<file path="config.mk">
export PLATFORM = sky130hd
export DESIGN_NAME = page_manager
export DESIGN_NICKNAME = d
export VERILOG_FILES = /design/src/verilog/pkt_pkg.sv /design/src/verilog/mem_pkg.sv /design/src/verilog/page_manager.sv
export VERILOG_INCLUDE_DIRS = /design/src /design/src/verilog
export SDC_FILE = /design/constraint.sdc
export NUM_CORES = 1
export LEC_CHECK = 0
export BUFFER_PORTS_ARGS = -buffer_cell sky130_fd_sc_hd__buf_2
export CAP_MARGIN = 20
export CORE_UTILIZATION = 40
export CTS_CLUSTER_DIAMETER = 40
export DETAILED_ROUTE_END_ITERATION = 8
export GPL_ROUTABILITY_DRIVEN = 1
export HOLD_SLACK_MARGIN = 0.12
export PLACE_DENSITY_LB_ADDON = 0.05
export RECOVER_POWER = 25
export SETUP_SLACK_MARGIN = 0.15
export SYNTH_ARGS = -nofsm -noshare
export SYNTH_HDL_FRONTEND = slang
export SYNTH_SLANG_ARGS = --single-unit
</file>
<file path="constraint.sdc">
create_clock -name clk -period 6.7 [get_ports clk]
set_input_delay 1.675 -clock clk [delete_from_list [all_inputs] [get_ports clk]]
set_output_delay 1.675 -clock clk [all_outputs]
set_load 0.02 [all_outputs]
</file>
<file path="src/verilog/switch_params.svh">
`ifndef SWITCH_PARAMS_SVH
`define SWITCH_PARAMS_SVH

// switch geometry

// ingress and egress port count
`define NUM_PORTS 4

// words held by one page of the shared memory
`define PAGE_WORDS 8

// pages in the shared page memory
`define NUM_PAGES 32

// half-word width on the ports
`define WORD_W 16

// longest packet a source may send, in words
`define MAX_PKT_WORDS 32

`endif

</file>
<file path="src/verilog/pkt_pkg.sv">
`include "switch_params.svh"

// types seen on the port side of the switch
package pkt_pkg;

    // one half-word on the wire
    typedef logic [`WORD_W-1:0] word_t;

    // port number, also the routing field of the header word
    typedef logic [$clog2(`NUM_PORTS)-1:0] port_id_t;

    // valid words in a page, 1 to 8
    typedef logic [$clog2(`PAGE_WORDS):0] word_cnt_t;

    // one page as it moves between ports and the page memory
    typedef struct packed {
        word_t [`PAGE_WORDS-1:0] words;
        word_cnt_t               cnt;
        logic                    sop;   // first page of its packet
        logic                    eop;   // last page of its packet
        port_id_t                dest;
    } page_data_t;

endpackage

</file>
<file path="src/verilog/mem_pkg.sv">
`include "switch_params.svh"

// types of the shared storage and its control
package mem_pkg;

    // index into the page memory
    typedef logic [$clog2(`NUM_PAGES)-1:0] page_addr_t;

    // request to the page manager
    typedef enum logic [1:0] {
        PM_NONE,
        PM_APPEND,
        PM_POP
    } pm_op_e;

    // arbiter FSM
    typedef enum logic [1:0] {
        ARB_IDLE,
        ARB_SERVE,
        ARB_ACK
    } arb_state_e;

endpackage

</file>
<file path="src/verilog/page_manager.sv">
`timescale 1ns/1ns
`include "switch_params.svh"

// free list, next-page table, pending chains and output queues
module page_manager (
    input  logic                  clk,
    input  logic                  reset,
    input  mem_pkg::pm_op_e       pm_op,
    input  pkt_pkg::port_id_t     pm_src,
    input  pkt_pkg::port_id_t     pm_dest,
    input  logic                  pm_eop,
    input  mem_pkg::page_addr_t   pm_return,
    output mem_pkg::page_addr_t   alloc_page,
    output mem_pkg::page_addr_t   head_page,
    output logic                  free_avail,
    output logic [`NUM_PORTS-1:0] queue_ready
);

    localparam int CNT_W = $clog2(`NUM_PAGES) + 1;

    mem_pkg::page_addr_t   free_ring [`NUM_PAGES];
    mem_pkg::page_addr_t   free_rd;
    mem_pkg::page_addr_t   free_wr;
    logic [CNT_W-1:0]      free_cnt;
    mem_pkg::page_addr_t   next_page [`NUM_PAGES];
    // pending chain per source
    mem_pkg::page_addr_t   chain_head [`NUM_PORTS];
    mem_pkg::page_addr_t   chain_tail [`NUM_PORTS];
    logic [CNT_W-1:0]      chain_cnt [`NUM_PORTS];
    logic [`NUM_PORTS-1:0] chain_open;
    // packet queue per destination
    mem_pkg::page_addr_t   q_head [`NUM_PORTS];
    mem_pkg::page_addr_t   q_tail [`NUM_PORTS];
    logic [CNT_W-1:0]      q_cnt [`NUM_PORTS];
    mem_pkg::page_addr_t   pkt_head;
    logic [CNT_W-1:0]      pkt_cnt;
    logic                  do_append;
    logic                  do_pop;

    assign do_append  = (pm_op == mem_pkg::PM_APPEND);
    assign do_pop     = (pm_op == mem_pkg::PM_POP);
    assign alloc_page = free_ring[free_rd];
    assign head_page  = q_head[pm_dest];
    assign free_avail = (free_cnt != '0);

    always_comb begin
        for (int d = 0; d < `NUM_PORTS; d++) begin
            queue_ready[d] = (q_cnt[d] != '0);
        end
    end

    // chain as it stands with the new page added
    assign pkt_head = chain_open[pm_src] ? chain_head[pm_src] : alloc_page;
    assign pkt_cnt  = chain_open[pm_src] ? chain_cnt[pm_src] + 1'b1 : CNT_W'(1);

    // free ring starts holding every page
    always_ff @(posedge clk) begin
        if (reset) begin
            for (int i = 0; i < `NUM_PAGES; i++) begin
                free_ring[i] <= mem_pkg::page_addr_t'(i);
            end
            free_rd  <= '0;
            free_wr  <= '0;
            free_cnt <= CNT_W'(`NUM_PAGES);
        end else if (do_append) begin
            free_rd  <= free_rd + 1'b1;
            free_cnt <= free_cnt - 1'b1;
        end else if (do_pop) begin
            free_ring[free_wr] <= pm_return;
            free_wr            <= free_wr + 1'b1;
            free_cnt           <= free_cnt + 1'b1;
        end
    end

    always_ff @(posedge clk) begin
        if (reset) begin
            chain_open <= '0;
            for (int d = 0; d < `NUM_PORTS; d++) begin
                q_cnt[d]     <= '0;
                chain_cnt[d] <= '0;
            end
        end else if (do_append) begin
            chain_open[pm_src] <= !pm_eop;
            chain_cnt[pm_src]  <= pm_eop ? '0 : pkt_cnt;
            if (pm_eop) begin
                q_cnt[pm_dest] <= q_cnt[pm_dest] + pkt_cnt;
            end
        end else if (do_pop) begin
            q_cnt[pm_dest] <= q_cnt[pm_dest] - 1'b1;
        end
    end

    // links and queue pointers
    always_ff @(posedge clk) begin
        if (do_append) begin
            if (chain_open[pm_src]) begin
                next_page[chain_tail[pm_src]] <= alloc_page;
            end
            chain_head[pm_src] <= pkt_head;
            chain_tail[pm_src] <= alloc_page;
            if (pm_eop) begin
                // splice the whole packet onto its queue
                if (q_cnt[pm_dest] == '0) begin
                    q_head[pm_dest] <= pkt_head;
                end else begin
                    next_page[q_tail[pm_dest]] <= pkt_head;
                end
                q_tail[pm_dest] <= alloc_page;
            end
        end else if (do_pop) begin
            q_head[pm_dest] <= next_page[q_head[pm_dest]];
        end
    end

endmodule

</file>
### After elaboration in Yosys (flattened, before gate mapping)

Memories as Yosys holds them, arrays and structs flattened. A register that Yosys moved wholly into a read port is not among the register bits.
Cells that the tools add are included.

* add/subtract/negate cells: 7
* multipliers: 0
* divide/modulo/power cells: 0
* magnitude comparators: 2
* equal/unequal tests: 2
* shift operators: 0
* mux-type cells: 50
* bitwise logic cells: 3
* reduce and logical (&&, ||, !) cells: 13

Operator list (count)
* two-way mux 6 bit: 7
* two-way mux 1 bit: 32
* two-way mux 5 bit: 6
* nonzero test 6 bit: 5
* adder 6 x 1 -> 6 bit (second input constant): 2
* OR reduction 6 bit: 2
* subtractor 6 x 1 -> 6 bit (second input constant): 2
* adder 5 x 1 -> 5 bit (second input constant): 2
* adder 6 bit: 1
* zero test 6 bit: 1
* OR reduction 5 bit: 1
* bitwise mux 4 bit: 1
* two-way mux 2 bit: 2
* < comparator 2 x 3 -> 1 bit (second input constant): 1
* binary-select mux 1 bit (select 2 bit): 1
* demux 1 bit (select 2 bit): 1
* == test 2 x 1 -> 1 bit (second input constant): 1
* == test 2 bit (second input constant): 1
* greater-or-equal comparator 2 x 1 -> 1 bit (second input constant): 1
* bitwise OR 1 bit: 2
* AND reduction 2 bit: 1
* nonzero test 2 bit: 1
* logical AND 1 bit: 1
* zero test 1 bit: 1
* NOT 1 bit: 1

* bits in registers: 20
* latch bits: 0
* memory bits (writable): 448
* bits in read-only memories: 0
* bits of input ports: 14
* memories kept: 8

Memories
* free_ring: words 32, width 5, read ports 1, clocked after memory_dff 1, wr ports 32, RTL line page_manager.sv:21 `` mem_pkg::page_addr_t free_ring [`NUM_PAGES]; ``
* next_page: words 32, width 5, read ports 1, clocked after memory_dff 0, wr ports 2, RTL line page_manager.sv:25 `` mem_pkg::page_addr_t next_page [`NUM_PAGES]; ``
* chain_cnt: words 4, width 6, read ports 1, clocked after memory_dff 0, wr ports 4, RTL line page_manager.sv:29 `` logic [CNT_W-1:0] chain_cnt [`NUM_PORTS]; ``
* q_cnt: words 4, width 6, read ports 5, clocked after memory_dff 0, wr ports 4, RTL line page_manager.sv:34 `` logic [CNT_W-1:0] q_cnt [`NUM_PORTS]; ``
* chain_head: words 4, width 5, read ports 1, clocked after memory_dff 0, wr ports 1, RTL line page_manager.sv:27 `` mem_pkg::page_addr_t chain_head [`NUM_PORTS]; ``
* chain_tail: words 4, width 5, read ports 1, clocked after memory_dff 0, wr ports 1, RTL line page_manager.sv:28 `` mem_pkg::page_addr_t chain_tail [`NUM_PORTS]; ``
* +2 memories

### Depth between registers and ports, before layout

Gate-level depths: netlist of run 1.

* word-level depth: 8
* depth in mapped cells: 15
* depth with buffers taken out: 13

### Least setup slack after synthesis of run 1

No wires, ideal clock.

* kind: in2reg
* start point: input port pm_src[0]
* end point: memory q_cnt[0][5] (netlist bit) (data pin)
* arrival time: 4.898 ns
* data required time: 6.438 ns
* slack: 1.540 ns
* cell stages on the path: 15
* cell sequence: buf_4 -> mux4_2 -> ha_1 -> nand2_1 -> ha_1 -> nand2_1 -> ha_1 -> nor2b_1 -> o21ai_0 -> a21oi_1 -> o21a_1 -> or3_1 -> buf_1 -> and3b_1 -> mux2_1

RTL lines
* from (decl): RTL line page_manager.sv:9 `input pkt_pkg::port_id_t pm_src,`
* to (decl): RTL line page_manager.sv:34

==> impl_results.md, run 1 <==
* Worst setup margin at 1.38 ns
* Area of the multi-input gates at 0.00840 mm^2
* First DRT Iteration DRCs at 881
* Total gr overflow at 0
* GR Util All Layers at 20.6%
* Yosys cell types at 58
* Resize count post-CTS at 0
* Storage element area at 0.0140 mm^2
* Endpoints failing hold at 0
* Initial Utilization at 40.9%
* # Max-Cap Violations at 1
* Detail Placement HPWL at 38.5 mm
* Crit path time final at 5.32 ns
* Routed met3 length at 2.71 mm
* Max VDD drop at 187 uV
* Worst relative slew slack at -31.1%
* Placer Congestion at 0.921
* Synth Flop Type: edfxtp_1
* Yosys warning count at 0
* Post-Route Skew at 0.0265 ns
* First-pass GRT wire length at 91.6 mm
* Clock Sinks at 473
* Area contributors post-synth: edfxtp_1, mux2i_1, mux4_2
* Hold Crit Class: register to register
* Placed inst area at 0.0238 mm^2
* Die Y at 243 um
* DR pass1 iterations at 5
* Met1 wire length at 28.8 mm
* Ys async rst share at 0%
* Post-CTS setup buffers at 0
* Unrepaired setup endpoints after global routing: false
* Synth Register Bits at 473
* Slew @ Worst Pin at 1.97 ns
* Filler cell count at 5051
* Register area share after synthesis at 60.1%
* Drt via density at 5.55
* Fin crit share at 79.4%
* Post-synth EDFFs at 448
* Power per Cell Area at 318 mW/mm^2
* Fin cells at 2480
* Failing checks: max-capacitance violations, max-slew violations
* Mapped cell area at 0.0232 mm^2
* Setup TNS at 0 ns
* Top-level port count at 29
* Critical path capture point type: register
* CTS root buffer: clkbuf_16
* Clk pin slew, worst setup/hold paths at 0.05 ns
* Fmax achieved at 0.188 GHz
* DIE AREA at 0.0590 mm^2
* CTS Buffer Depth at 3
* Fin nets at 1689
* Insertion delay to the later sink of the worst-skew pair at 0.62 ns
* Post-synth top cells: edfxtp_1, mux2i_1, nor2_1
* Top sig layer: met4
* Initial antenna violation count at 0
* Final setup vio count at 0
* Post-route ant nets at 0
* Vias in the first global route at 14252
* Area growth syn-to-layout at 15.2%
* Post-Syn Instances at 1636
* WL final at 59.8 mm
* Largest net degree at the start of global routing at 49
* Final instance area at 0.0268 mm^2
* Area leader, netlist: edfxtp_1
* Crit path launch type: input pin
* Outcome: finished with violations
* Chip width at 243 um
* Num rows at 87
* Hold_ws at 0.466 ns
* DP Cell Count at 2324
* Max-slew violation count at 42
* Place WS at 1.21 ns
* Share of the synthesized area in the top cell type at 57.9%
* Cell with the most instances after synthesis: edfxtp_1
* Leakage at 8.95 nW
* Routed length per placed instance at 24.1 um
* Crit Path Class: input pin to register
* CORE AREA at 0.0568 mm^2
* Syn nets at 1670
* Final core occ at 47.1%
* Input/output buffers at 28
* DR vias at 13774
* Metal2 WL at 27.1 mm
* Max FO, Critical Path at 41
* WP data arrival at 5.65 ns
* CTS tree: built
* Syn Area/Cell at 14.2 um^2
* # DRC at 0
* Total power at 8.50 mW
* H-tree levels at 3
* WP data required at 7.03 ns
* Share of cells above drive strength 1 at 19.6%
* Hold buffers post-CTS at 0
* Num CTS Buffers at 85
* ANT cells at 0
-- worst max-delay path, cell delays in order --
cell	delay [ns]
buf_2	0.09
clkbuf_1	1.02
clkbuf_1	1.48
or2_2	0.72
nor2_1	0.22
or2_2	0.41
-- cells in the final DEF, fill, tap and decap left out, types with 6 or more instances in the layout --
| master | count |
|---|---|
| a21oi_1 | 32 |
| a22oi_1 | 40 |
| and2_0 | 9 |
| and2_1 | 73 |
| buf_2 | 27 |
| buf_4 | 23 |
| bufinv_16 | 11 |
| clkbuf_1 | 13 |
| clkbuf_16 | 86 |
| clkinv_1 | 9 |
| clkinv_4 | 9 |
| clkinvlp_4 | 10 |
| dfxtp_1 | 24 |
| edfxtp_1 | 448 |
| ha_1 | 18 |
| inv_1 | 32 |
| inv_6 | 9 |
| inv_8 | 7 |
| mux2i_1 | 248 |
| mux4_2 | 77 |
| nand2_1 | 70 |
| nand2b_1 | 15 |
| nand3_1 | 16 |
| nand3b_1 | 7 |
| nor2_1 | 136 |
| nor2_4 | 6 |
| nor2b_1 | 6 |
| nor4_1 | 13 |
| o21ai_0 | 13 |
| o21bai_1 | 6 |
| o22ai_1 | 28 |
| or2_2 | 39 |
| or3_1 | 69 |
| xnor2_1 | 8 |
| xor2_1 | 13 |
-- logic make-up (layout without fill, tap and decap cells) --
kind of cell,count (synthesis),count (layout),synth area share [%]
compound gates,134,134,3.78
xor+xnor,21,21,0.792
fa+ha+maj,20,20,1.14
buf+inv,164,252,3.71
flops,473,473,60.1
mux,335,335,19.3
simple gates,489,489,11.2
-- path summary, 6_finish.rpt --
check,end,startpoint,slack [ns],cells past startpoint
max,free_ring[3][1],reset,1.38,6
min,chain_open[1],chain_open[1],0.47,2
min reg2reg,chain_open[1],chain_open[1],0.47,2
max reg2reg,next_page[30][1],register,2.40,9
-- per-layer routing --
| layer | vias to the layer above | track usage (%) |
|---|---|---|
| li1 | 6266 | - |
| met1 | 7075 | 30.2 |
| met2 | 333 | 31.2 |
| met3 | 100 | 3.41 |
| met4 | 0 | 6.27 |
| met5 | - | 0 |
-- sequential cells by signal (all words and copies together) (netlist names), named ones only --
signal and flops:
free_wr 5, chain_head 20, chain_cnt 24, free_rd 5, q_tail 20, free_ring 160, chain_open 4, free_cnt 6
q_cnt 24, chain_tail 20, q_head 20, next_page 160
-- report_power, final --
part	internal, mW	total (mW)	leakage, nW	switching (mW)
Sequential	3.33	3.36	4.33	0.0264
Combinational	0.225	0.685	3.20	0.460
Clock	2.84	4.46	1.43	1.62
-- area by class of cell --
type / instances / area share [%]
Timing Repair Buffer: 58 / 1.26
Tap cell: 756 / 3.53
Multi-Input combinational cell: 999 / 31.4
Inverter: 38 / 0.533
Sequential cell: 473 / 52.1
Clock inverter: 64 / 2.98
Clock buffer: 92 / 8.16
No activity file was read; power rests on OpenSTA's default activity.
==> inputs of run 2 (changes only) <==
Settings changed: ABC_AREA set to 1.
Clock period 6.7 ns to 4.5 ns, I/O delays scaled along.
==> impl_results.md, run 2 <==
* Share of cells above drive strength 1 at 11.6% (was 19.6%)
* DP Cell Count at 3440 (was 2324)
* Min-Delay Startpoint: chain_open[2] (was chain_open[1])
* Commonest non-fill, non-tap cell in the layout: nand2_1 (was edfxtp_1)
* CORE AREA at 0.0590 mm^2 (was 0.0568 mm^2)
* Setup TNS at 0 ns (unchanged)
* Synth Flop Type: edfxtp_1 (unchanged)
* Share of the synthesized area in the top cell type at 56.3% (was 57.9%)
* Post-synth EDFFs at 448 (unchanged)
* # Max-Cap Violations at 0 (was 1)
* Register-to-register setup slack at 1.07 ns (was 2.40 ns)
* Post-synth top cells: nand2_1, edfxtp_1, nor2_1 (was edfxtp_1, mux2i_1, nor2_1)
* Post-Route Skew at 0.0185 ns (was 0.0265 ns)
* Largest net degree at the start of global routing at 85 (was 49)
* Clock Sinks at 473 (unchanged)
* Top cell by count, worst path: buf_4
* Mux cell area share after synthesis at 0% (was 19.3%)
* Area contributors post-synth: edfxtp_1, nand2_1, nor2_1 (was edfxtp_1, mux2i_1, mux4_2)
* Chip width at 246 um (was 243 um)
* Power per Cell Area at 451 mW/mm^2 (was 318 mW/mm^2)
* Yosys warning count at 0 (unchanged)
* CTS root buffer: clkbuf_16 (unchanged)
* H-tree levels at 3 (unchanged)
* Simple-gate share of the synthesized area at 26.3% (was 11.2%)
* WP data arrival at 2.97 ns (was 5.65 ns)
* Max VDD drop at 253 uV (was 187 uV)
* Syn Area/Cell at 8.90 um^2 (was 14.2 um^2)
* Total power at 12.6 mW (was 8.50 mW)
* Vias in the first global route at 18505 (was 14252)
* Endpoints failing hold at 0 (unchanged)
* Slew @ Worst Pin at 1.05 ns (was 1.97 ns)
* Worst Hold End: chain_open[2] (was chain_open[1])
* Fmax achieved at 0.244 GHz
* Combinational family with the most area after synthesis: simple AND/OR/NAND/NOR gates (was multiplexers)
* Hold Crit Class: register to register (unchanged)
* Fin cells at 3586 (was 2480)
* Initial Utilization at 40.5% (was 40.9%)
* CTS Buffer Depth at 3 (unchanged)
* Num rows at 89 (was 87)
* DIE AREA at 0.0608 mm^2 (was 0.0590 mm^2)
* WP buf/inv at 4 (was 3)
* Worst Reg-to-Reg Cells at 13 (was 9)
* Final setup vio count at 0 (unchanged)
* Most frequent cells in the layout: nand2_1, edfxtp_1, nor2_1 (was edfxtp_1, mux2i_1, nor2_1)
* Post-route ant nets at 0 (unchanged)
* First-pass GRT wire length at 112 mm (was 91.6 mm)
* Initial antenna violation count at 0 (unchanged)
* Max stage delay on crit path at 0.68 ns (was 1.48 ns)
* First DRT Iteration DRCs at 1438 (was 881)
* DR vias at 18820 (was 13774)
* Post-Syn Instances at 2688 (was 1636)
* Outcome: finished clean (was finished with violations)
* ANT cells at 0 (unchanged)
* Place WS at 0.317 ns (was 1.21 ns)
* Area of the multi-input gates at 0.00843 mm^2 (was 0.00840 mm^2)
* Total gr overflow at 0 (unchanged)
* DR pass1 iterations at 5 (unchanged)
* R2r endpoint: next_page[5][2] (was next_page[30][1])
* Synth Area in Compound Gates at 7.39% (was 3.78%)
* Num CTS Buffers at 80 (was 85)
* CP delay by family, top: buffers and inverters (unchanged)
* Fin crit share at 91.1%
* WP data required at 3.38 ns (was 7.03 ns)
* Xor/xnor cell area share of the yosys netlist at 0.220% (was 0.792%)
* Filler cell count at 5686 (was 5051)
* Input/output buffers at 28 (unchanged)
* Crit path time final at 4.10 ns
* Leakage at 10.7 nW (was 8.95 nW)
* Storage element area at 0.0140 mm^2 (unchanged)
* Worst setup margin at 0.401 ns (was 1.38 ns)
* WL final at 73.2 mm (was 59.8 mm)
* Ys async rst share at 0% (unchanged)
* Area growth syn-to-layout at 16.5% (was 15.2%)
* Routed length per placed instance at 20.4 um (was 24.1 um)
* Hold buffers post-CTS at 0 (unchanged)
* Worst path cell trace: clkbuf_1 -> nor2_1 -> buf_4 -> a22oi_2 -> nand2_2 -> buf_4 -> buf_2 (was buf_2 -> clkbuf_1 -> clkbuf_1 -> or2_2 -> nor2_1 -> or2_2)
* Clk pin slew, worst setup/hold paths at 0.05 ns (about the same)
* Hold depth at 2 (unchanged)
* Syn nets at 2722 (was 1670)
* Detail Placement HPWL at 48.0 mm (was 38.5 mm)
* WP depth at 7 (was 6)
* CTS tree: built (unchanged)
* Area leader, netlist: edfxtp_1 (unchanged)
* Max FO, Critical Path at 18 (was 41)
* Synth Register Bits at 473 (unchanged)
* Drt via density at 5.25 (was 5.55)
* Critical path's slowest cell: nor2_1 (was clkbuf_1)
* Register area share after synthesis at 58.4% (was 60.1%)
* Crit Path Class: input pin to primary output (was input pin to register)
* Yosys cell types at 43 (was 58)
* Max-slew violation count at 0 (was 42)
* Synth Area in Adders at 1.11% (was 1.14%)
* # DRC at 0 (unchanged)
* Hold_ws at 0.479 ns (was 0.466 ns)
* Top-level port count at 29 (unchanged)
* Fin nets at 2784 (was 1689)
* Insertion delay to the later sink of the worst-skew pair at 0.61 ns (was 0.62 ns)
* Cell with the most instances after synthesis: nand2_1 (was edfxtp_1)
* Unrepaired setup endpoints after global routing: false (unchanged)
* Placer Congestion at 0.906 (was 0.921)
* Mapped cell area at 0.0239 mm^2 (was 0.0232 mm^2)
* Crit path launch type: input pin (unchanged)
* GR Util All Layers at 24.6% (was 20.6%)
* Critical path capture point type: primary output (was register)
* Die Y at 246 um (was 243 um)
* Worst relative slew slack at 29.6% (was -31.1%)
-- run 2: cell count changes after synthesis, moves of 79 or more --
cell	change
nand2_1	+773
nand3_1	+206
inv_1	+181
nor2_1	+172
o21ai_0	+133
mux2i_1	-245
and2_1	-79
-- run 2: how the worst max path moves through the flow --
stage                     startpoint             to  slack [ns]
after floorplan            pm_src[0]    q_cnt[0][5]        0.54
after global routing        register  alloc_page[1]        0.21
after CTS                   register  alloc_page[2]        0.22
after detailed placement   pm_src[0]    q_cnt[0][5]        0.32
final                     pm_dest[0]   head_page[0]        0.40
after global placement     pm_src[0]    q_cnt[0][5]        0.31
-- run 2: worst reg2reg max path: cells and delay by family (launching register included) --
kind | cells | cell delay, ns
AOI/OAI and AO/OA | 5 | 1.28
buffers and inverters | 3 | 1.21
DFF | 1 | 0.33
and+or+nand+nor | 5 | 0.47
-- run 2: per-stage QoR --
| step | instance area [um^2] | utilization, % |
|---|---|---|
| 2_1_floorplan | 23900 | - |
| 3_3_place_gp | 25200 | 42.7 |
| 3_5_place_dp | 25200 | 42.7 |
| 4_1_cts | 27900 | 47.3 |
| 5_1_grt | 27900 | 47.2 |
| 6_report | 27900 | 47.2 |
-- run 2: cells by family (layout without fill, tap and decap cells) --
group / after synthesis / count (layout)
AND/OR/NAND/NOR: 1494 / 1494
flip-flops: 473 / 473
buffers and inverters: 397 / 522
AO/OA/AOI/OAI: 298 / 298
adder cells (fa/ha/maj): 20 / 20
XOR/XNOR: 6 / 6
-- run 2: cell type report --
cell class / instances / share of cell area, %
tap: 773 / 3.47
timing repair buffer: 122 / 2.98
sequential: 473 / 50.1
multi-input combinational: 1818 / 30.3
clock buffer: 92 / 7.57
clock inverter: 53 / 2.21
inverter: 255 / 3.43
-- run 2: layer usage --
| layer | wire length (um) | global-route usage (%) | part of all wire (%) | up-vias |
|---|---|---|---|---|
| li1 | - | - | - | 9117 |
| met4 | 2070 | 8.57 | 2.8 | 0 |
| met5 | 0 | 0 | 0 | - |
| met1 | 32100 | 32.8 | 44 | 8935 |
| met2 | 34800 | 40.8 | 48 | 621 |
| met3 | 4130 | 3.29 | 5.6 | 147 |
-- run 2: what timing repair did --
item | in CTS | in global routing
setup endpoints to repair | 0 | 1
setup buffers | 0 | 0
gates resized for setup | 0 | 1
-- run 2: power breakdown --
group	switching [mW]	internal (mW)	leakage [nW]	total, mW
Sequential	0.0366	4.97	4.25	5.01
Clock	2.26	3.93	1.30	6.19
Combinational	1.01	0.350	5.17	1.36
Total	3.30	9.25	10.7	12.6
